===== config.mk =====
export PLATFORM = sky130hd
export DESIGN_NAME = reg_read_arbiter
export DESIGN_NICKNAME = d
export VERILOG_FILES = /design/src/rtl/drac_pkg.sv /design/src/rtl/reg_read_arbiter.sv
export SDC_FILE = /design/constraint.sdc
export NUM_CORES = 1
export LEC_CHECK = 0
export ABC_AREA = 1
export BUFFER_PORTS_ARGS = -buffer_cell sky130_fd_sc_hd__buf_4
export CAP_MARGIN = 10
export CORE_MARGIN = 2
export CORE_UTILIZATION = 40
export DETAILED_ROUTE_END_ITERATION = 10
export PLACE_DENSITY_LB_ADDON = 0.2
export SETUP_SLACK_MARGIN = 0.4
export SLEW_MARGIN = 0
export SYNTH_ARGS = -nofsm -noshare
export SYNTH_HDL_FRONTEND = slang
export SYNTH_SLANG_ARGS = --single-unit

===== constraint.sdc =====
create_clock -name sysclk -period 1.45 [get_ports sysclk]
set_input_delay 0.145 -clock sysclk [delete_from_list [all_inputs] [get_ports sysclk]]
set_output_delay 0.145 -clock sysclk [all_outputs]
set_load 0.1 [all_outputs]

===== src/rtl/drac_pkg.sv =====
// DRAC shared definitions
`default_nettype none

package drac_pkg;

    // Bus widths
    localparam int ADDR_W = 16;
    localparam int DATA_W = 32;
    localparam int MV_W   = 16;                 // Supply ADC sample

    // ESPM frame layout
    localparam int ESPM_WORDS       = 64;
    localparam int ESPM_IDX_W       = 6;
    localparam int ESPM_POS_BASE    = 8;        // Word 8+k is channel k position
    localparam int ESPM_PRELOAD_IDX = 34;       // Bit 0 is preload valid

    // Encoder channels
    localparam int NUM_ENC   = 7;
    localparam int ENC_W     = 24;
    localparam int CNT_CMP_W = 10;              // Good-frame bits seen by watchdog

    // ------------------------------------------------------------------------
    // Address map
    // ------------------------------------------------------------------------

    localparam logic [3:0] REGION_MAIN  = 4'h0;
    localparam logic [3:0] REGION_BOARD = 4'hB;
    localparam logic [3:0] REGION_ESPM  = 4'hE;

    localparam logic [3:0] OFF_ENC_LOAD = 4'd4; // Preload readback
    localparam logic [3:0] OFF_ENC_DATA = 4'd5; // Adjusted position

    localparam logic [11:0] BRD_CRC_ERR  = 12'h000;
    localparam logic [11:0] BRD_CRC_GOOD = 12'h001;
    localparam logic [11:0] BRD_MV       = 12'h002;
    localparam logic [11:0] BRD_HEALTH   = 12'h003;
    localparam logic [11:0] BRD_BUILD    = 12'hFFF;

    localparam logic [DATA_W-1:0] BUILD_NUMBER = 32'd2;
    localparam logic [DATA_W-1:0] FILL_WORD    = 32'h0000_CCCC;

    // One register address, decoded per region
    typedef union packed {
        struct packed {
            logic [3:0] region;
            logic [3:0] rsvd;
            logic [3:0] chan;
            logic [3:0] off;
        } main;
        struct packed {
            logic [3:0]  region;
            logic [11:0] idx;
        } board;
    } reg_addr_u;

endpackage

`default_nettype wire


===== src/rtl/reg_read_arbiter.sv =====
// Register read port arbiter
`timescale 1ns/1ps
`default_nettype none

module reg_read_arbiter
    import drac_pkg::*;
(
    input  logic                  sysclk,
    input  logic                  arst_n_i,
    input  logic [ADDR_W-1:0]     reg_raddr_i,
    input  logic                  samp_active_i,
    input  logic [ADDR_W-1:0]     samp_raddr_i,
    output logic [ESPM_IDX_W-1:0] live_raddr_o,
    input  logic [DATA_W-1:0]     live_rdata_i,
    output logic [3:0]            rd_chan_o,
    output logic [3:0]            rd_off_o,
    input  logic [DATA_W-1:0]     enc_rdata_i,
    input  logic [DATA_W-1:0]     good_count_i,
    input  logic [DATA_W-1:0]     err_count_i,
    input  logic [MV_W-1:0]       mv_value_i,
    input  logic                  comm_good_i,
    input  logic                  mv_good_i,
    input  logic                  preload_good_i,
    output logic [DATA_W-1:0]     reg_rdata_o
);

    reg_addr_u         gaddr;       // Granted address
    logic              espm_q;
    logic [DATA_W-1:0] other_d;
    logic [DATA_W-1:0] other_q;

    // Sampler owns the port while it runs
    assign gaddr = samp_active_i ? samp_raddr_i : reg_raddr_i;

    assign live_raddr_o = gaddr.board.idx[ESPM_IDX_W-1:0];
    assign rd_chan_o    = gaddr.main.chan;
    assign rd_off_o     = gaddr.main.off;

    always_comb begin
        case (gaddr.board.region)
            REGION_MAIN: other_d = enc_rdata_i;
            REGION_BOARD: begin
                case (gaddr.board.idx)
                    BRD_CRC_ERR:  other_d = err_count_i;
                    BRD_CRC_GOOD: other_d = good_count_i;
                    BRD_MV:       other_d = DATA_W'(mv_value_i);
                    BRD_HEALTH:   other_d = DATA_W'({preload_good_i, comm_good_i, mv_good_i});
                    BRD_BUILD:    other_d = BUILD_NUMBER;
                    default:      other_d = FILL_WORD;
                endcase
            end
            default: other_d = FILL_WORD;       // ESPM comes from the live buffer
        endcase
    end

    // ------------------------------------------------------------------------
    // Registered stage, in step with the live buffer read
    // ------------------------------------------------------------------------

    always_ff @(posedge sysclk or negedge arst_n_i) begin
        if (!arst_n_i) begin
            espm_q <= 1'b0;
        end else begin
            espm_q <= (gaddr.board.region == REGION_ESPM);
        end
    end

    always_ff @(posedge sysclk) begin
        other_q <= other_d;
    end

    assign reg_rdata_o = espm_q ? live_rdata_i : other_q;

endmodule

`default_nettype wire


==> summary.txt, run 1 <==
Logic synthesis
  • Synthesized cell area: 2810 um^2
  • Syn. warnings: 0
  • Synth top area share: 29.9%
  • Largest family of logic cells by synthesized area: simple AND/OR/NAND/NOR gates
  • Sequential area share after synthesis: 23.7%
  • Largest area contributor in the netlist: nand2_1
  • Synth Area per Inst: 5.99 um^2
  • Mux cell area share after synthesis: 12.8%
  • Flops & latches, synth: 33
  • XOR/XNOR Fraction of Synth Area: 0%
  • Synth area leaders: nand2_1 30%, dfxtp_1 23%, mux2_2 13%
  • Synth Area in Simple Gates: 48.0%
  • Synth Instances: 469
  • Synth cell types: 27
  • Syn Nets: 651
  • Post-synthesis compound-gate area fraction: 1.74%
  • Adder-cell share of the synthesized area: 0%

Status
  • Status: aborted with a tool error
  • Err: [ERROR DPL-0038] Utilization greater than 100%, impossible to legalize
  • Exit stage: 5_1_grt

Timing
  • Worst_ep grt: reg_rdata_o[12]
  • Worst endpoint type: top-level output

Place
  • Placed cell count: 799
  • IO buf count: 227
  • GP Congestion: 0.828
  • DP HPWL: 8.87 mm

CTS
  • CTS sink count: 33
  • CTS root buffer: clkbuf_8
  • Longest Clk Path Bufs: 2
  • Inserted Clock Buffers: 5
  • H-tree levels: 2

Floorplanning
  • Num ports: 228
  • Die height: 87.8 um
  • Initial Util: 41.4%
  • Die X: 87.8 um
  • Row count: 30

GRT
  • Largest net degree at the start of global routing: 33
[repair_timing]
action / in CTS
pin swaps: 65
hold endpoints to repair: 1
endpoints found under the setup margin: 77
gates resized for setup: 268
hold buffers: 1
buffers inserted: 15
gates cloned: 8
[cell families after synthesis]
logic type             count (synthesis)
and+or+nand+nor                      320
buffers and inverters                 76
DFF                                   33
muxes                                 32
AOI/OAI and AO/OA                      8
[Yosys cell counts]
library cell    n
inv_1          41
dfxtp_1        32
buf_4           6
o21ai_1         3
inv_2           6
o21ai_2         1
buf_2           8
o21ai_0         2
mux2_2         32
buf_1           3
nor2_4          1
buf_6           9
nand3_1        48
clkbuf_1        2
dfrtp_1         1
o21bai_1        2
inv_4           1
nor2_1         20
nand3_2         1
nand2_1       224
nand2_2         5
nand4_1        13
nor2_2          4
nor3_4          1
or2_1           1
nor3_1          1
and2_1          1
[metrics by stage]
stage               worst slack (ns)  instance area [um^2]
CTS                           -0.137                  6460
floorplan                     -0.411                  3130
detailed placement            -0.191                  5010
global placement              -0.146                  5010
==> run 2, diff against run 1 <==
- PLACE_DENSITY_LB_ADDON: 0.2 -> 0.15
- SETUP_SLACK_MARGIN: 0.4 -> not set
==> summary.txt, run 2 <==
Status
  • Status: complete, but fails checks
  • Violated checks: setup timing

GRT
  • Vias in the first global route: 3670
  • Initial antenna violation count: 0
  • Total Routing Usage GR: 26.9%
  • Aggregate global routing overflow: 0
  • First-pass GRT wire length: 16.4 mm
  • Largest net degree at the start of global routing: 23

Pwr
  • P_sw: 1320 uW
  • Power per Cell Area: 624 nW/um^2
  • Sw Share: 39.8%
  • Internal: 2000 uW
  • Static leakage power: 0.00290 uW
  • Peak VDD IR: 0.000332 V
  • Clock power frac: 21.2%
  • Comb pwr share: 50.0%
  • Reg power frac: 28.8%

Place
  • IO buf count: 227
  • DP Area: 4950 um^2
  • Placed cell count: 802
  • DP HPWL: 8.83 mm
  • GP Congestion: 0.916

Floorplanning
  • Row count: 30
  • Core region area: 6790 um^2
  • Num ports: 228
  • Die X: 87.8 um
  • Total die area: 7710 um^2
  • Die height: 87.8 um
  • Initial Util: 41.4%

Logic synthesis
  • Adder-cell share of the synthesized area: 0%
  • Largest area contributor in the netlist: nand2_1
  • Ys async rst share: 3.03%
  • Leading register cell type out of synthesis: dfxtp_1
  • Synth top area share: 29.9%
  • Synth Area in Simple Gates: 48.0%
  • Post-synth EDFFs: 0
  • Synth Instances: 469
  • Synthesized cell area: 2810 um^2
  • Sequential area share after synthesis: 23.7%
  • Commonest cells in the netlist: 224 x nand2_1, 48 x nand3_1, 41 x inv_1, 32 x dfxtp_1, 32 x mux2_2
  • Most numerous cell in the Yosys netlist: nand2_1
  • Synth area leaders: nand2_1 30%, dfxtp_1 23%, mux2_2 13%
  • Flops & latches, synth: 33
  • Post-synthesis compound-gate area fraction: 1.74%
  • XOR/XNOR Fraction of Synth Area: 0%
  • Synth Area per Inst: 5.99 um^2
  • Syn. warnings: 0
  • Mux cell area share after synthesis: 12.8%
  • Largest family of logic cells by synthesized area: simple AND/OR/NAND/NOR gates
  • Syn Nets: 651
  • Synth cell types: 27

Timing
  • Worst-Margin Slew: 0.284 ns
  • Post-layout min period: 1.57 ns
  • Fmax: 636 MHz
  • Slew HR: 81.2%
  • Fin. Hold Viols: 0
  • Setup slack after layout: -0.123 ns
  • Final setup fails: 32
  • Period Utilization, post-route: 109%
  • RSZ-0062 raised after global routing: yes
  • Slew Limit Fails: 0
  • Worst Hold Margin: 0.0503 ns

Detailed routing
  • Via density: 4.83
  • First DRT Iteration DRCs: 151
  • Routed wire length: 11.2 mm
  • Detailed Routing Iterations Pass 1: 4
  • WL/cell: 13.7 um
  • Antenna Nets Post-Route: 0
  • DRC: 0
  • Detailed-route via count: 3932

Worst setup path
  • CP endpoint: reg_rdata_o[5]
  • Critical path arrival: 1.43 ns
  • Crit-path slowest cell: dfrtp_2
  • Critical path, cell by cell: buf_12, mux2_2, buf_8
  • Crit path largest cell delay: 0.41 ns
  • Crit path kind: flop to output port
  • Critical Path Source: espm_q
  • CP Capture Type: output port
  • Setup crit start kind: flop
  • Maximum fanout along the worst path: 16
  • Worst endpoint required time: 1.31 ns

Finish
  • Nets@finish: 900
  • Largest Register: other_q
  • Fin area: 5320 um^2
  • Commonest non-fill, non-tap cell in the layout: buf_4
  • Fin cells: 814
  • Reg area: 667 um^2
  • Number of diodes: 0
  • Regs by FF count: other_q: 32 flops, espm_q: 1 flops
  • Area occupied by multi-input gates: 1890 um^2
  • Commonest non-fill, non-tap cells in the layout: 224 x buf_4, 217 x nand2_1, 48 x nand3_1
  • Max FFs per register: 32
  • Util after Layout: 78.3%
  • Share of post-route cells with drive strength above 1: 47.8%
  • Area grow syn2layout: 89.3%
  • Layout fillers: 495

CTS
  • CTS sink count: 33
  • H-tree levels: 2
  • CTS tree: yes
  • CTS root buffer: clkbuf_8
  • Longest Clk Path Bufs: 2
  • Inserted Clock Buffers: 5
  • Clock-pin slew on the worst setup and hold paths: 0.07 ns

Run
  • Max-Cap Viols: 0

Hold path
  • Tightest Hold Check Type: input port to flop
run 2: area by class of cell:
| class | count | area share (%) |
|---|---|---|
| clock buffer | 7 | 1.62 |
| multi-input combinational | 360 | 35.5 |
| timing repair buffer | 270 | 44.5 |
| tap | 96 | 2.26 |
| inverter | 48 | 3.67 |
| sequential | 33 | 12.5 |
run 2: metal layers:
layer / vias to the layer above / GRT usage, % / part of all wire (%)
met2: 188 / 51.0 / 53
met1: 1769 / 29.4 / 37
met5: - / 0 / 0
li1: 1951 / - / -
met4: 0 / 9.51 / 2.6
met3: 24 / 5.37 / 7.6
run 2: repair_timing:
action	CTS	global route
setup buffers	0	3
endpoints found under the hold margin	1	0
resized for setup	44	16
hold buffers	1	0
gates cloned	0	1
setup endpoints to repair	32	45
pin swaps	0	1
run 2: critical path: cells and delay by family, from the launching register on:
family,cells,cell delay (ns)
DFF,1,0.41
muxes,1,0.38
buffers and inverters,2,0.35
run 2: logic make-up (layout without fill, tap and decap cells):
group	count (synthesis)	count (layout)
AO/OA/AOI/OAI	8	8
AND/OR/NAND/NOR	320	320
multiplexers	32	32
flip-flops	33	33
buffers and inverters	76	325
run 2: how the worst min path moves through the flow:
| stage | start | to | slack (ns) | depth (start not counted) |
|---|---|---|---|---|
| after floorplan | arst_n_i | espm_q | -0.15 | 0 |
| after global placement | arst_n_i | espm_q | -0.08 | 1 |
| after detailed placement | arst_n_i | espm_q | -0.08 | 1 |
| after CTS | enc_rdata_i[18] | other_q[18] | 0.05 | 3 |
| after global routing | enc_rdata_i[27] | other_q[27] | 0.05 | 3 |
| final | enc_rdata_i[18] | other_q[18] | 0.05 | 3 |
run 2: power by group through the flow:
stage | sequential (uW) | combinational, uW | clock [uW]
2_1_floorplan | 968 | 976 | 0
3_3_place_gp | 975 | 1550 | 0
3_5_place_dp | 976 | 1560 | 0
4_1_cts | 955 | 1630 | 711
5_1_grt | 958 | 1740 | 746
6_report | 956 | 1660 | 703
run 2: per-stage QoR:
stage / total power (uW) / setup TNS [ns] / worst slack, ns
finish: 3320 / -2.82 / -0.123
global route: 3440 / -3.94 / -0.156
CTS: 3300 / -4.31 / -0.160
detailed placement: 2530 / -4.85 / -0.217
global placement: 2520 / -3.93 / -0.179
floorplan: 1940 / -5.05 / -0.411
Power figures use the tool's default switching activity.
