## config.mk

```make
export PLATFORM = sky130hd
export DESIGN_NAME = block_sampler
export DESIGN_NICKNAME = d
export VERILOG_FILES = /design/src/rtl/drac_pkg.sv /design/src/rtl/block_sampler.sv
export SDC_FILE = /design/constraint.sdc
export NUM_CORES = 1
export LEC_CHECK = 0
export BUFFER_PORTS_ARGS = -buffer_cell sky130_fd_sc_hd__buf_2
export CAP_MARGIN = 20
export CELL_PAD_IN_SITES_DETAIL_PLACEMENT = 2
export CELL_PAD_IN_SITES_GLOBAL_PLACEMENT = 2
export CORE_ASPECT_RATIO = 1.1
export CORE_MARGIN = 3
export CORE_UTILIZATION = 40
export CTS_BUF_LIST = sky130_fd_sc_hd__clkbuf_2
export CTS_CLUSTER_DIAMETER = 80
export DETAILED_ROUTE_END_ITERATION = 16
export GPL_TIMING_DRIVEN = 0
export PLACE_DENSITY_LB_ADDON = 0.1
export SYNTH_ARGS = -nofsm -noshare
export SYNTH_HDL_FRONTEND = slang
export SYNTH_SLANG_ARGS = --single-unit
```

## constraint.sdc

```tcl
create_clock -name sysclk -period 3.9 [get_ports sysclk]
set_input_delay 0.585 -clock sysclk [delete_from_list [all_inputs] [get_ports sysclk]]
set_output_delay 0.585 -clock sysclk [all_outputs]
set_load 0.05 [all_outputs]
```

## src/rtl/drac_pkg.sv

```systemverilog
// DRAC shared definitions
`default_nettype none

package drac_pkg;

    // Bus widths
    localparam int ADDR_W = 16;
    localparam int DATA_W = 32;
    localparam int MV_W   = 16;                 // Supply ADC sample

    // ESPM frame layout
    localparam int ESPM_WORDS       = 64;
    localparam int ESPM_IDX_W       = 6;
    localparam int ESPM_POS_BASE    = 8;        // Word 8+k is channel k position
    localparam int ESPM_PRELOAD_IDX = 34;       // Bit 0 is preload valid

    // Encoder channels
    localparam int NUM_ENC   = 7;
    localparam int ENC_W     = 24;
    localparam int CNT_CMP_W = 10;              // Good-frame bits seen by watchdog

    // ------------------------------------------------------------------------
    // Address map
    // ------------------------------------------------------------------------

    localparam logic [3:0] REGION_MAIN  = 4'h0;
    localparam logic [3:0] REGION_BOARD = 4'hB;
    localparam logic [3:0] REGION_ESPM  = 4'hE;

    localparam logic [3:0] OFF_ENC_LOAD = 4'd4; // Preload readback
    localparam logic [3:0] OFF_ENC_DATA = 4'd5; // Adjusted position

    localparam logic [11:0] BRD_CRC_ERR  = 12'h000;
    localparam logic [11:0] BRD_CRC_GOOD = 12'h001;
    localparam logic [11:0] BRD_MV       = 12'h002;
    localparam logic [11:0] BRD_HEALTH   = 12'h003;
    localparam logic [11:0] BRD_BUILD    = 12'hFFF;

    localparam logic [DATA_W-1:0] BUILD_NUMBER = 32'd2;
    localparam logic [DATA_W-1:0] FILL_WORD    = 32'h0000_CCCC;

    // One register address, decoded per region
    typedef union packed {
        struct packed {
            logic [3:0] region;
            logic [3:0] rsvd;
            logic [3:0] chan;
            logic [3:0] off;
        } main;
        struct packed {
            logic [3:0]  region;
            logic [11:0] idx;
        } board;
    } reg_addr_u;

endpackage

`default_nettype wire

```

## src/rtl/block_sampler.sv

```systemverilog
// Block sampler
`timescale 1ns/1ps
`default_nettype none

module block_sampler
    import drac_pkg::*;
#(
    parameter int SAMPLE_WORDS = 8,
    parameter int SAMP_IDX_W   = $clog2(SAMPLE_WORDS)
) (
    input  logic                  sysclk,
    input  logic                  arst_n_i,
    input  logic                  sample_start_i,
    input  logic [DATA_W-1:0]     reg_rdata_i,
    output logic                  samp_active_o,
    output logic [ADDR_W-1:0]     samp_raddr_o,
    input  logic [SAMP_IDX_W-1:0] sample_raddr_i,
    output logic [DATA_W-1:0]     sample_rdata_o
);

    logic [DATA_W-1:0]   samp_buf [SAMPLE_WORDS];
    logic [SAMP_IDX_W:0] step;      // One extra step to catch the last word
    reg_addr_u           saddr;

    // Entry 0 is the health word, then adjusted positions
    always_comb begin
        saddr = '0;
        if (step[SAMP_IDX_W-1:0] == '0) begin
            saddr.board.region = REGION_BOARD;
            saddr.board.idx    = BRD_HEALTH;
        end else begin
            saddr.main.region = REGION_MAIN;
            saddr.main.chan   = 4'(step[SAMP_IDX_W-1:0]);
            saddr.main.off    = OFF_ENC_DATA;
        end
    end

    assign samp_raddr_o = saddr;

    always_ff @(posedge sysclk or negedge arst_n_i) begin
        if (!arst_n_i) begin
            samp_active_o <= 1'b0;
            step          <= '0;
        end else if (samp_active_o) begin
            step <= step + 1'b1;
            if (step == (SAMP_IDX_W+1)'(SAMPLE_WORDS)) begin
                samp_active_o <= 1'b0;
            end
        end else if (sample_start_i) begin
            samp_active_o <= 1'b1;
            step          <= '0;
        end
    end

    // Read data lags the address by one cycle
    always_ff @(posedge sysclk) begin
        if (samp_active_o && (step != '0)) begin
            samp_buf[SAMP_IDX_W'(step - 1'b1)] <= reg_rdata_i;
        end
    end

    assign sample_rdata_o = samp_buf[sample_raddr_i];

    a_no_start_while_busy : assert property (
        @(posedge sysclk) disable iff (!arst_n_i) samp_active_o |-> !sample_start_i
    );

endmodule

`default_nettype wire

```

# Yosys cells after proc, flatten, opt, wreduce, memory -nomap -nowiden
# Memory sizes are Yosys's and may differ from the RTL's.
# Index checks and enable logic that the tools add are counted.
# totals
memories	1
regBits	5
wordCells	19
ramBits	256
# mem_list
memory	depth	word_bits	rd	rd_ports_with_merged_regs	write_ports	line	source
samp_buf	8	32	1	0	1	block_sampler.sv:21	logic [DATA_W-1:0] samp_buf [SAMPLE_WORDS];
# classes
mux	9
n_addsub	2
reduce_logical	4
n_eq_ne	1
# op_table
operator	n
4-bit two-way mux	3
7-bit two-way mux	1
1-bit two-way mux	5
4-bit by 1-bit adder with 4-bit output (second input constant)	1
4-bit == test (second input constant)	1
4-bit nonzero test	1
3-bit logical NOT	1
3-bit by 1-bit subtractor with 3-bit output (second input constant)	1
2-bit nonzero test	1
1-bit logical AND	1

# Depth between registers and ports, before layout
# depth
word_depth	4
depth_mapped	5
mapped_depth_nobuf	5

# Worst setup path after synthesis
# No wires, ideal clock.
# synth_path
kind	flip-flop to flip-flop
from	reg samp_active_o
to	mem samp_buf[3][0] (enable)
stages_incl_launch_ff	4
setup_slack_ns	0.098
period_less_slack_ns	3.802
t_required_ns	3.439
path_buffers	1
setup_time_ns	0.461
t_arrival_ns	3.341
path_cell_list	dfrtp_1 -> clkbuf_1 -> nand2_1 -> nor3_1
# synth_between
elab_chain_cells	3
# synth_lines
item	line	source
from (decl)	block_sampler.sv:15	output logic samp_active_o,
from (signal assigned)	block_sampler.sv:42	samp_active_o <= 1'b0;
from (signal assigned)	block_sampler.sv:47	samp_active_o <= 1'b0;
from (signal assigned)	block_sampler.sv:50	samp_active_o <= 1'b1;
1-bit logical AND	block_sampler.sv:57	if (samp_active_o && (step != '0)) begin
1-bit two-way mux	block_sampler.sv:57	
1-bit two-way mux (not written as such)	block_sampler.sv:58	samp_buf[SAMP_IDX_W'(step - 1'b1)] <= reg_rdata_i;
to (decl)	block_sampler.sv:21	
# Every way passes these cells.

# Worst setup path in the final report
# layout_path
from	in sample_raddr_i[2]
to	out sample_rdata_o[12]
# layout_between
elab_chain_cells	1
# layout_lines
item	line	source
from (decl)	block_sampler.sv:17	input logic [SAMP_IDX_W-1:0] sample_raddr_i,
memory read 8 x 32 bit	n/a	
to (decl)	block_sampler.sv:18	output logic [DATA_W-1:0] sample_rdata_o
# Every way passes these cells.

==> summary.md <==
Path depth of the worst reg2reg path: 8. Share of synthesized area occupied by flip-flops and latches: 0.7655. Of all nets on the critical path, the largest fanout is 10.

The number of port buffers works out to 75. Setup violations remaining at the end of the flow were counted as 0. The deepest clock path buffer count is 3, and the final cycle utilization of the critical path is 0.7468. The critical path capture point was sample_rdata_o[12].

The detailed router finished its first iteration with 292 violations. For this run the aggregate overflow at the end of global routing stands at 0. Source of the worst register-to-register timing path: step[0].

The clock arrives with 0.06465 ns of skew. Leaving out fill and tap cells, the most frequent cell in the layout is sky130_fd_sc_hd__edfxtp_1. The proportion of synthesized flip-flops having asynchronous set or reset was 0.01916.

Routability-driven placement finished with a final weighted congestion of 0.6607. Setup repair after global routing left no endpoint under its margin. For this run, the top clock speed supported by timing is 0.3433 GHz. The number of warnings printed during yosys synthesis was 0. Among all flip-flop cells after synthesis, the most frequent one is sky130_fd_sc_hd__edfxtp_1. STA classifies the critical path endpoint as an output port. For this design the ratio of total power to cell area is 758.4 nW/µm². Start point of the critical path: sample_raddr_i[2]. The later pin in the worst-skew pair is clocked with a latency of 0.81 ns. The run gives 0 as the number of design rule violations left after detail routing. The pre-CTS worst setup slack came out at 0.9108 ns.

The worst slew margin relative to its limit came out at 0.4354. The number of global-route vias before repair was 5905; the horizontal extent of the die was 158.3 µm. Across all register-to-register paths, the minimum setup slack is 1.01 ns. Leakage component of the power: 0.004324 µW. The most numerous cell type found on the critical path is sky130_fd_sc_hd__buf_2.

The number of enable flip-flop cells after synthesis works out to 256. The total die area was 27470 µm². The post-cts repair resize count was 0. For the pin with the worst max-slew slack, the measured transition is 0.8423 ns. The logs give 26 for the count of cell types in the netlist and 0.5000 mV for the maximum vdd ir drop. The pin count of the biggest net entering global routing was 21. The clock drives 261 sinks. Across all setup checks in the final design, the least slack found is 0.9874 ns. After the last flow step, the layout net total stands at 657.

The final-report max-slew violation count came out at 0. In the routed layout, each cell is associated on average with a via count of 5.205. At the worst endpoint, the required time is 3.31 ns.

Total power for the finished layout comes to 9161 µW. A synthesized cell averages 23.85 µm². The area of the core region was 24770 µm²; the initial core utilization was 0.4120. Measured along the y axis, the die boundary spans 173.5 µm. Synthesis inferred 261 register bits. The run finished with clean final reports. For the cell area after technology mapping, the log shows 10210 µm². In the layout the commonest cells are sky130_fd_sc_hd__edfxtp_1, sky130_fd_sc_hd__clkbuf_2, sky130_fd_sc_hd__buf_2. The gate count of the mapped netlist is 428. TritonCTS built the clock tree. After floorplanning, the core was divided into 60 placement rows. The master of the slowest instance on the critical path was sky130_fd_sc_hd__buf_2. The share of cells above drive strength 1 came out at 0.4305. The clock root buffer was sky130_fd_sc_hd__clkbuf_2.

In the final routed layout, each cell accounts on average for 24.90 µm. The detailed-route via count came out at 5064. The max-cap violation count came out at 0. CTS built an H-tree with a depth of 3. The post-layout minimum cycle time is 2.913 ns, and the final antenna-violating net count is 0. The type of element launching the critical path was an input pin. The worst stage delay on the critical path was 0.43 ns. Worst flop-to-flop path endpoint: samp_buf[7][18]. The all-layer global routing usage was 0.1785; the register clock-pin slew on the reported worst setup and hold paths was 0.10 ns.

The type of the worst setup path is input pin to output port. The number of hold violations in the final report was 0; the worst endpoint data arrival time was 2.33 ns. From synthesis to final layout, the design area changed by 18.35%.

87 I/O pins were placed. The first detailed-routing pass took 4 iterations. The detailed-route wire length was 24.23 mm; the number of antenna violations at the first check in global routing was 3. The run gives 15.25 mm as the estimated wirelength of the detail-placed design.

The class of the most critical hold timing path is input pin to flop. The critical path goes through clkbuf_1 -> buf_2 -> mux4_1 -> mux2_2 -> buf_2. For the first-pass GRT wire length, the log shows 35.89 mm. For the clock buffer count from CTS, the log shows 67.
-- layer usage --
layer / GRT usage / wire length [µm] / up-vias
li1: - / - / 2222
met1: 0.2268 / 10200 / 2679
met2: 0.3054 / 12700 / 127
met3: 0.04120 / 947 / 32
met4: 0.05235 / 349 / 4
met5: 0 / 34 / -
-- layout make-up --
type | count | area, µm²
Antenna cell | 1 | 2.502
Buffer | 31 | 217.7
Clock buffer | 95 | 475.5
Clock inverter | 20 | 106.4
Fill cell | 2237 | 12690
Inverter | 3 | 11.26
Multi-Input combinational cell | 139 | 2237
Sequential cell | 261 | 7812
Tap cell | 310 | 387.9
Timing Repair Buffer | 113 | 828.3
-- per-stage QoR --
stage	util	instances	cell area, µm²	hold WS (ns)	setup TNS [ns]
2_1_floorplan	-	434	10230	0.2894	0
3_3_place_gp	0.4437	819	10990	0.4029	-418.86
3_5_place_dp	0.4571	840	11320	0.4051	0
4_1_cts	0.4875	972	12080	0.001166	0
5_1_grt	0.4876	973	12080	0.004040	0
6_report	0.4876	973	12080	0.09693	0
-- kinds of logic (layout without fill, tap and decap cells) --
family,after synthesis,after routing,share of synthesized area
adder cells (fa/ha/maj),3,3,0.003678
flip-flops,261,261,0.7655
other,2,9,0.0007358
AO/OA/AOI/OAI,5,5,0.003066
AND/OR/NAND/NOR,24,24,0.01054
XOR/XNOR,2,2,0.001717
multiplexers,97,97,0.1924
buffers and inverters,34,262,0.02243
-- registers in the layout, indices dropped and copies added (netlist names) --
| name | cells |
|---|---|
| step | 4 |
| samp_active_o | 1 |
| samp_buf | 256 |
-- Yosys cell counts, types with 4 or more instances --
master,number,area [µm²]
sky130_fd_sc_hd__nor2_1,7,26.28
sky130_fd_sc_hd__buf_1,4,15.01
sky130_fd_sc_hd__buf_4,11,82.58
sky130_fd_sc_hd__mux4_1,40,1051
sky130_fd_sc_hd__dfrtp_1,5,125.1
sky130_fd_sc_hd__mux2_2,33,371.6
sky130_fd_sc_hd__mux4_2,24,540.5
sky130_fd_sc_hd__nand2_1,7,26.28
sky130_fd_sc_hd__buf_2,6,30.03
sky130_fd_sc_hd__nor3_1,4,20.02
sky130_fd_sc_hd__buf_6,7,78.83
sky130_fd_sc_hd__edfxtp_1,256,7687
-- worst max-delay path: cells and delay by family --
kind	cells	cell delay (ns)
buffers and inverters	3	1.04
muxes	2	0.69
-- worst min path at each step --
stage | from | endpoint | slack (ns) | depth (start not counted)
2_1_floorplan | arst_n_i | samp_active_o | 0.29 | 0
3_3_place_gp | arst_n_i | step[1] | 0.40 | 1
3_5_place_dp | arst_n_i | step[1] | 0.41 | 1
4_1_cts | reg_rdata_i[13] | samp_buf[1][13] | 0.001 | 1
5_1_grt | reg_rdata_i[27] | samp_buf[7][27] | 0.004 | 1
6_report | reg_rdata_i[3] | samp_buf[3][3] | 0.1 | 1
-- where the power goes --
group	switching, µW	total (µW)	internal, µW
Clock	1110	1830	718
Sequential	247	4460	4210
Combinational	1940	2880	938
-- repair_timing --
| action | in CTS | in global routing |
|---|---|---|
| hold buffers | 17 | 0 |
| hold endpoints to repair | 87 | 0 |
| buffers inserted | 0 | 0 |
Power figures use the tool's default switching activity.
