### config.mk
export PLATFORM = sky130hd
export DESIGN_NAME = board_health
export DESIGN_NICKNAME = d
export VERILOG_FILES = /design/src/rtl/drac_pkg.sv /design/src/rtl/board_health.sv
export SDC_FILE = /design/constraint.sdc
export NUM_CORES = 1
export LEC_CHECK = 0
export ABC_AREA = 1
export BUFFER_PORTS_ARGS = -buffer_cell sky130_fd_sc_hd__buf_2
export CORE_MARGIN = 10
export CORE_UTILIZATION = 50
export CTS_CLUSTER_DIAMETER = 60
export CTS_CLUSTER_SIZE = 30
export DETAILED_ROUTE_END_ITERATION = 8
export GPL_TIMING_DRIVEN = 0
export HOLD_SLACK_MARGIN = 0.02
export PLACE_DENSITY = 0.76
export SLEW_MARGIN = 30
export SYNTH_ARGS = -nofsm -noshare
export SYNTH_HDL_FRONTEND = slang
export SYNTH_SLANG_ARGS = --single-unit
export TNS_END_PERCENT = 5
### constraint.sdc
create_clock -name sysclk -period 1.35 [get_ports sysclk]
set_input_delay 0.3375 -clock sysclk [delete_from_list [all_inputs] [get_ports sysclk]]
set_output_delay 0.3375 -clock sysclk [all_outputs]
set_load 0.05 [all_outputs]
### src/rtl/drac_pkg.sv
// DRAC shared definitions
`default_nettype none

package drac_pkg;

    // Bus widths
    localparam int ADDR_W = 16;
    localparam int DATA_W = 32;
    localparam int MV_W   = 16;                 // Supply ADC sample

    // ESPM frame layout
    localparam int ESPM_WORDS       = 64;
    localparam int ESPM_IDX_W       = 6;
    localparam int ESPM_POS_BASE    = 8;        // Word 8+k is channel k position
    localparam int ESPM_PRELOAD_IDX = 34;       // Bit 0 is preload valid

    // Encoder channels
    localparam int NUM_ENC   = 7;
    localparam int ENC_W     = 24;
    localparam int CNT_CMP_W = 10;              // Good-frame bits seen by watchdog

    // ------------------------------------------------------------------------
    // Address map
    // ------------------------------------------------------------------------

    localparam logic [3:0] REGION_MAIN  = 4'h0;
    localparam logic [3:0] REGION_BOARD = 4'hB;
    localparam logic [3:0] REGION_ESPM  = 4'hE;

    localparam logic [3:0] OFF_ENC_LOAD = 4'd4; // Preload readback
    localparam logic [3:0] OFF_ENC_DATA = 4'd5; // Adjusted position

    localparam logic [11:0] BRD_CRC_ERR  = 12'h000;
    localparam logic [11:0] BRD_CRC_GOOD = 12'h001;
    localparam logic [11:0] BRD_MV       = 12'h002;
    localparam logic [11:0] BRD_HEALTH   = 12'h003;
    localparam logic [11:0] BRD_BUILD    = 12'hFFF;

    localparam logic [DATA_W-1:0] BUILD_NUMBER = 32'd2;
    localparam logic [DATA_W-1:0] FILL_WORD    = 32'h0000_CCCC;

    // One register address, decoded per region
    typedef union packed {
        struct packed {
            logic [3:0] region;
            logic [3:0] rsvd;
            logic [3:0] chan;
            logic [3:0] off;
        } main;
        struct packed {
            logic [3:0]  region;
            logic [11:0] idx;
        } board;
    } reg_addr_u;

endpackage

`default_nettype wire

### src/rtl/board_health.sv
// Communication watchdog and supply window
`timescale 1ns/1ps
`default_nettype none

module board_health
    import drac_pkg::*;
#(
    parameter int          WDOG_PERIOD = 400,
    parameter int unsigned MV_MIN      = 32913,
    parameter int unsigned MV_MAX      = 40227
) (
    input  logic                 sysclk,
    input  logic                 arst_n_i,
    input  logic [CNT_CMP_W-1:0] good_count_i,
    input  logic                 mv_sample_valid_i,
    input  logic [MV_W-1:0]      mv_sample_i,
    output logic                 comm_good_o,
    output logic                 mv_good_o,
    output logic [MV_W-1:0]      mv_value_o
);

    localparam int WD_W = $clog2(WDOG_PERIOD);

    logic [WD_W-1:0]      wdog_cnt;
    logic                 wdog_tick;
    logic [CNT_CMP_W-1:0] cnt_snap;     // Count at previous tick

    assign wdog_tick = (wdog_cnt == WD_W'(WDOG_PERIOD - 1));

    always_ff @(posedge sysclk or negedge arst_n_i) begin
        if (!arst_n_i) begin
            wdog_cnt <= '0;
        end else if (wdog_tick) begin
            wdog_cnt <= '0;
        end else begin
            wdog_cnt <= wdog_cnt + 1'b1;
        end
    end

    // Healthy if any good frame arrived during the last period
    always_ff @(posedge sysclk or negedge arst_n_i) begin
        if (!arst_n_i) begin
            cnt_snap    <= '0;
            comm_good_o <= 1'b0;
        end else if (wdog_tick) begin
            cnt_snap    <= good_count_i;
            comm_good_o <= (good_count_i != cnt_snap);
        end
    end

    // ------------------------------------------------------------------------
    // Motor supply
    // ------------------------------------------------------------------------

    always_ff @(posedge sysclk or negedge arst_n_i) begin
        if (!arst_n_i) begin
            mv_value_o <= '0;
        end else if (mv_sample_valid_i) begin
            mv_value_o <= mv_sample_i;
        end
    end

    assign mv_good_o = (32'(mv_value_o) > MV_MIN) && (32'(mv_value_o) < MV_MAX);

endmodule

`default_nettype wire

# ---- Yosys cells after proc, flatten, opt, wreduce, memory -nomap -nowiden
# Cells that the tools add are included.
dict set report totals {
  ff_bits 36
  inputBits 29
  out_inout_bits 18
}
dict set report op_classes {
  add_sub_neg 1
  order_cmp 2
  n_eq_ne 2
  muxes 1
  n_reduce_logical 1
}
# op count
set ops {}
lappend ops {{$gt A16 B16 Y1 const B} 1}
lappend ops {{$lt A16 B16 Y1 const B} 1}
lappend ops {{$ne A10 B10 Y1} 1}
lappend ops {{$add A9 B1 Y9 const B} 1}
lappend ops {{$eq A9 B9 Y1 const B} 1}
lappend ops {{$mux W9} 1}
lappend ops {{$logic_and A1 B1 Y1} 1}

# ---- Depth between registers and ports, before layout
# Gate-level depths: netlist (run 1).
dict set report depth {
  depth_word 2
  depth_mapped 8
  ltp_nobuf 8
}

# ---- Least setup slack after synthesis (run 1)
# Ideal clock, no wire load.
dict set report synth_timing {
  path_kind {reg2out}
  from {reg mv_value_o[3]}
  to {out mv_good_o}
  arrival_time_ps 1668
  path_slack_ps -656
  stages_incl_launch_ff 8
  path_buffers 0
  path_cell_list {dfrtp_1 > nor2_1 > nand3_1 > nand2_1 > nand2_1 > nand2_1 > nand2_1 > nor2_1}
}
dict set report synth_via {
  elab_chain_len 2
  elab_cells_between_ends 3
  cone_classes {order compare (2); reduce/logical (1)}
}
# item line_no
set synth_lines {}
lappend synth_lines {{start, declared} board_health.sv:19} ;# output logic [MV_W-1:0] mv_value_o
lappend synth_lines {{start signal, assigned} board_health.sv:59} ;# mv_value_o <= mv_sample_i;
lappend synth_lines {{$gt A16 B16 Y1 or $lt A16 B16 Y1 (tied branches)} board_health.sv:63} ;# assign mv_good_o = (32'(mv_value_o) > MV_MIN) && (32'(mv_value_o) < MV_MAX);
lappend synth_lines {{$logic_and A1 B1 Y1 (*)} board_health.sv:63}
lappend synth_lines {{end, declared} board_health.sv:18} ;# output logic mv_good_o,
# Mark *: on every way between the ends. The rest lies on a longest branch, timed or not.

# ---- Worst setup path after layout (run 1)
dict set report layout_timing {
  from {reg mv_value_o[2]}
  to {out mv_good_o}
}
# The elaborated chain is that of the path after synthesis.

==> impl_metrics.yaml, run 1 <==
synthesis:
  synth-simple-area-share_pct: 23.5
  ys_seq_area_share_pct: 51.0
  synthXorXnorAreaFrac_pct: 1.49
  synth_fa_ha_area_share_pct: 0.708
  synthArstFlopShare_pct: 100
  avgSynthCellArea_um2: 8.54
  synth.area.mux_share_pct: 7.64
  syn_inst: 207
  ys_ff_latch: 36
  synth_edf_count: 0
  yosysUniqueCellTypes: 18
  synth_common_cells: "nand2_1, dfrtp_1, inv_1"
  yosysMostFrequentCell: "nand2_1"
  synth.largest_area_cell: "dfrtp_1"
  synth_ff_type: "dfrtp_1"
  netlist_area_um2: 1770
  synth_compound_area_share_pct: 7.29
  synth_top_family_by_area: "simple AND/OR/NAND/NOR gates"
  synth_top_area_share_pct: 51.0
  synth_nets: 237
  ys_top_cells_by_area: "dfrtp_1, nand2_1, mux2_2"
  yosys_warnings: 0
sta:
  drv_slew: 0
  rsz0062_at_grt: "true"
  worst_pin_slew_ns: 0.776
  finalHoldWorstSlack_ns: 0.0646
  setup_viol: 6
  fin_skew_ns: 0.0107
  hold_violations: 0
  setup_ws_ns: -0.415
  max_freq_mhz: 567
  fin_tns_setup_ns: -0.592
  worst_slew_margin_rel_pct: 48.3
  min_period_ns: 1.76
  min_period_over_period_pct: 131
detailed_routing:
  ant_nets: 0
  first_pass_iters: 4
  vias: 1494
  drt_iter0_markers: 92
  viasPerCell: 4.85
  wire_per_inst_um: 12.3
  wl_mm: 3.79
  drc: 0
critical_path:
  worstPathArrival_ns: 1.43
  required_ns: 1.01
  setup.worst_path.class: "reg2out"
  crit_path_end_kind: "output pin"
  critPathMaxFanout: 2
  rr_endpoint: "cnt_snap[6]"
  r2r-start: "wdog_cnt[5]"
  crit_start: "mv_value_o[2]"
  rrSetupSlack_ns: 0.11
  cp-endpoint: "mv_good_o"
  r2r_cells: 5
  startpoint_type: "register"
placement:
  gp_congestion: 0.759
  io_buffers: 45
  post-dp-hpwl_mm: 2.80
layout:
  utilization_pct: 67.8
  n_antenna_cell: 0
  n_fill_cell: 275
  area_growth_pct: 29.9
  nets: 291
  drive_gt1_share_pct: 40.5
power:
  power.leakage_nw: 1.18
  powerDensity_nw_per_um2: 1050
  vdd_drop_max_uv: 609
cts:
  numClockSinks: 36
  cts_hold_buf: 0
  cts_tree: "built"
  clock_path_buffers: 2
  clkLatencyLatePin_ns: 0.33
  clk_pin_slew_ns: 0.11
  htree_levels: 2
  cts_made_buffers: 5
  cts_root_buffer: "clkbuf_4"
worst_hold_path:
  hold_path_class: "in2async"
die:
  dieArea_um2: 6310
  die_w_um: 79.5
  fp.coreArea_um2: 3390
  row_count: 21
  top_level_ports: 47
  initial_core_util_pct: 52.2
  die_height_um: 79.5
grt:
  grt_antenna_before_repair: 0
  grt-ovfl-total: 0
  grt_pass1_wl_mm: 6.18
  grt_max_degree: 37
  track_usage_pct: 12.2
  grt_pass1_vias: 1404
flow_run:
  drv_cap: 0
status:
  outcome: "finished with violations"
  violations: "negative setup slack"
layout make-up:
type	count	area (um2)	area share (%)
sequential	36	913	39.8
multi-input combinational	136	782	34.0
clock buffer	6	41.3	1.80
tap	46	57.6	2.51
inverter	31	116	5.07
buffer	4	32.5	1.42
clock inverter	2	35.0	1.53
timing repair buffer	47	319	13.9
flip-flops by register name, indices dropped and copies added, names as in the netlist:
name / cells
cnt_snap: 10
comm_good_o: 1
wdog_cnt: 9
mv_value_o: 16
per-layer routing:
layer | track usage, % | vias up | wire [um]
met5 | 0 | - | 0
met2 | 18.0 | 45 | 1750
met1 | 14.4 | 692 | 1630
met4 | 4.30 | 0 | 48
met3 | 6.76 | 5 | 366
li1 | - | 752 | -
layout by cell type, fill, tap and decap left out, types with 2 or more instances in the layout:
| cell type | instances |
|---|---|
| nor3_1 | 2 |
| dfrtp_2 | 10 |
| nand2_1 | 61 |
| a21oi_1 | 2 |
| nor2_4 | 4 |
| nand2_2 | 3 |
| xor2_1 | 3 |
| inv_1 | 30 |
| o21ai_0 | 7 |
| nor2_2 | 2 |
| buf_6 | 11 |
| dfrtp_1 | 26 |
| clkbuf_4 | 6 |
| buf_2 | 32 |
| nor3_2 | 2 |
| mux2_2 | 12 |
| buf_4 | 6 |
| o21ai_2 | 9 |
| nor2_1 | 18 |
| nand3_1 | 6 |
logic make-up (layout without fill, tap and decap cells):
family                   Yosys count  count (layout)
adder cells (fa/ha/maj)            1               1
buffers and inverters             35              90
AO/OA/AOI/OAI                     19              19
AND/OR/NAND/NOR                  101             101
multiplexers                      12              12
XOR/XNOR                           3               3
flip-flops                        36              36
repair_timing:
action / in CTS / in global routing
setup endpoints to repair: 10 / 35
pin swaps: 2 / 2
resized for setup: 13 / 34
buffers inserted: 2 / 0
report_power, final:
part,internal [W],switching [W]
registers,0.00113,0.0000560
clock network,0.000388,0.000347
logic,0.000180,0.000309
through the flow:
stage          cell area, um2  cells  worst slack [ns]  power, W
2_1_floorplan            1790    207            -0.218   0.00147
3_3_place_gp             2070    298            -0.177   0.00161
3_5_place_dp             2070    298            -0.190   0.00162
4_1_cts                  2200    308            -0.455   0.00239
5_1_grt                  2300    308            -0.521   0.00252
6_report                 2300    308            -0.415   0.00241
worst max-delay path: stages (launching register included):
cell	delay, ns
dfrtp_2	0.44
nor2_4	0.12
nand2_1	0.05
nand2_1	0.05
nand2_1	0.06
a21oi_2	0.17
nor2_4	0.06
buf_8	0.14
worst min path at each step:
stage                      from            end  cells past startpoint
finish                 arst_n_i  mv_value_o[3]                      1
floorplan              arst_n_i    cnt_snap[0]                      0
CTS                    arst_n_i  mv_value_o[3]                      1
detailed placement  wdog_cnt[0]    wdog_cnt[0]                      1
global route           arst_n_i  mv_value_o[3]                      1
global placement    wdog_cnt[0]    wdog_cnt[0]                      1
No activity file was read; power rests on OpenSTA's default activity.
==> run 2: changes to the inputs <==
--- a/config.mk
+++ b/config.mk
@@ -7,6 +7,7 @@
 export LEC_CHECK = 0
 export ABC_AREA = 1
 export BUFFER_PORTS_ARGS = -buffer_cell sky130_fd_sc_hd__buf_2
+export CORE_ASPECT_RATIO = 1.25
 export CORE_MARGIN = 10
 export CORE_UTILIZATION = 50
 export CTS_CLUSTER_DIAMETER = 60
@@ -15,7 +16,7 @@
 export GPL_TIMING_DRIVEN = 0
 export HOLD_SLACK_MARGIN = 0.02
 export PLACE_DENSITY = 0.76
-export SLEW_MARGIN = 30
+export REMOVE_ABC_BUFFERS = 1
 export SYNTH_ARGS = -nofsm -noshare
 export SYNTH_HDL_FRONTEND = slang
 export SYNTH_SLANG_ARGS = --single-unit
==> impl_metrics.yaml, run 2 (synthesis results as in run 1) <==
critical_path:
  worstPathArrival_ns: 1.36
  r2r-start: "wdog_cnt[4]"
  worstPathCellList: "nor2_2, nand3_1, nand2_1, nand2_1, nand2_1, nand2_1, nor2_1, buf_6"
  crit_top_cell: "nand2_1"
  crit_path_end_kind: "output pin"
  rr_endpoint: "wdog_cnt[4]"
  startpoint_type: "register"
  required_ns: 1.01
  cp_slowest_stage_delay_ns: 0.38
  rrSetupSlack_ns: -0.04
  r2r_cells: 6
  cpMaxStageDelayCell: "dfrtp_1"
  setup.worst_path.class: "reg2out"
  critPathMaxFanout: 2
sta:
  rsz0062_at_grt: "true"
  max_freq_mhz: 589
  min_period_over_period_pct: 126
  hold_violations: 0
  setup_viol: 5
  fin_tns_setup_ns: -0.461
  min_period_ns: 1.70
  worst_slew_margin_rel_pct: 47.6
  finalHoldWorstSlack_ns: 0.128
  fin_skew_ns: 0.00965
  worst_pin_slew_ns: 0.785
  drv_slew: 0
  setup_ws_ns: -0.349
layout:
  final_cell_mix: "nand2_1, buf_2, dfrtp_1"
  n_fill_cell: 306
  multi_input_area_um2: 758
  top_register: "mv_value_o"
  register_area_um2: 901
  n_antenna_cell: 0
  layout.cells.most_common: "nand2_1"
  drive_gt1_share_pct: 32.9
  nets: 288
  area_growth_pct: 22.9
  fin_area_um2: 2170
  largest_reg_flops: 16
  top_regs: "mv_value_o: 16 flops, cnt_snap: 10 flops, wdog_cnt: 9 flops"
  utilization_pct: 62.9
grt:
  grt_max_degree: 37
  grt_pass1_vias: 1439
  track_usage_pct: 12.2
  grt-ovfl-total: 0
  grt_antenna_before_repair: 0
  grt_pass1_wl_mm: 6.12
worst_hold_path:
  hold_path_class: "in2async"
die:
  die_height_um: 86.5
  initial_core_util_pct: 51.2
  top_level_ports: 47
  fp.coreArea_um2: 3450
  die_w_um: 73.2
  row_count: 24
  dieArea_um2: 6330
cts:
  clk_pin_slew_ns: 0.07
  cts_made_buffers: 5
  cts_hold_buf: 0
  cts_root_buffer: "clkbuf_8"
  numClockSinks: 36
  clock_path_buffers: 2
  htree_levels: 2
  cts_tree: "built"
  clkLatencyLatePin_ns: 0.29
detailed_routing:
  viasPerCell: 4.81
  wl_mm: 3.63
  ant_nets: 0
  vias: 1430
  drt_iter0_markers: 36
  first_pass_iters: 4
  wire_per_inst_um: 12.2
  drc: 0
status:
  outcome: "finished with violations"
  violations: "negative setup slack"
placement:
  io_buffers: 46
  gp_congestion: 0.783
  post-dp-hpwl_mm: 2.53
  dpl-instance-area_um2: 2010
power:
  vdd_drop_max_uv: 698
  power.leakage_nw: 1.16
  finalPower_w: 0.00242
  powerDensity_nw_per_um2: 1110
flow_run:
  drv_cap: 0
-- run 2: what timing repair did --
item                                   4_1_cts  5_1_grt
pin swaps                                    4        2
gates resized for setup                      9        4
gates cloned                                 1        0
setup endpoints to repair                   17       20
setup buffers                                1        0
endpoints found under the hold margin        0        0
-- run 2: cell type report --
class                      count  area share [%]
multi-input combinational    137            34.9
clock buffer                   7            4.43
timing repair buffer          47            11.6
inverter                      31            5.35
sequential                    36            41.5
tap                           39            2.25
-- run 2: per-layer routing --
metal	GRT usage [%]	up-vias	routed length [um]	part of all wire (%)
met3	6.86	7	438	12
met2	18.8	43	1550	43
li1	-	743	-	-
met5	0	-	0	0
met1	13.4	637	1580	43
met4	5.02	0	60	1.7
-- run 2: how the worst max path moves through the flow --
| stage | from | endpoint | slack, ns | cells past startpoint |
|---|---|---|---|---|
| final | mv_value_o[2] | mv_good_o | -0.35 | 8 |
| after global routing | mv_value_o[2] | mv_good_o | -0.51 | 8 |
| after CTS | mv_value_o[2] | mv_good_o | -0.40 | 8 |
| after detailed placement | wdog_cnt[0] | wdog_cnt[4] | -0.41 | 6 |
| after global placement | wdog_cnt[0] | wdog_cnt[3] | -0.43 | 6 |
| after floorplan | mv_value_o[3] | mv_good_o | -0.66 | 7 |
-- run 2: worst max-delay path, delay by kind of cell, from the launching register on --
family	cells	cell delay [ns]
buf+inv	1	0.17
simple gates	7	0.53
flops	1	0.38
-- run 2: per-stage QoR --
step	std cells	worst slack, ns
after floorplan	203	-0.656
after global placement	288	-0.428
after detailed placement	288	-0.411
after CTS	297	-0.401
after global routing	297	-0.514
final	297	-0.349
-- run 2: power breakdown --
part | switching, W | total (W) | internal (W)
logic | 0.000296 | 0.000428 | 0.000132
registers | 0.0000391 | 0.00116 | 0.00113
clock network | 0.000370 | 0.000824 | 0.000454
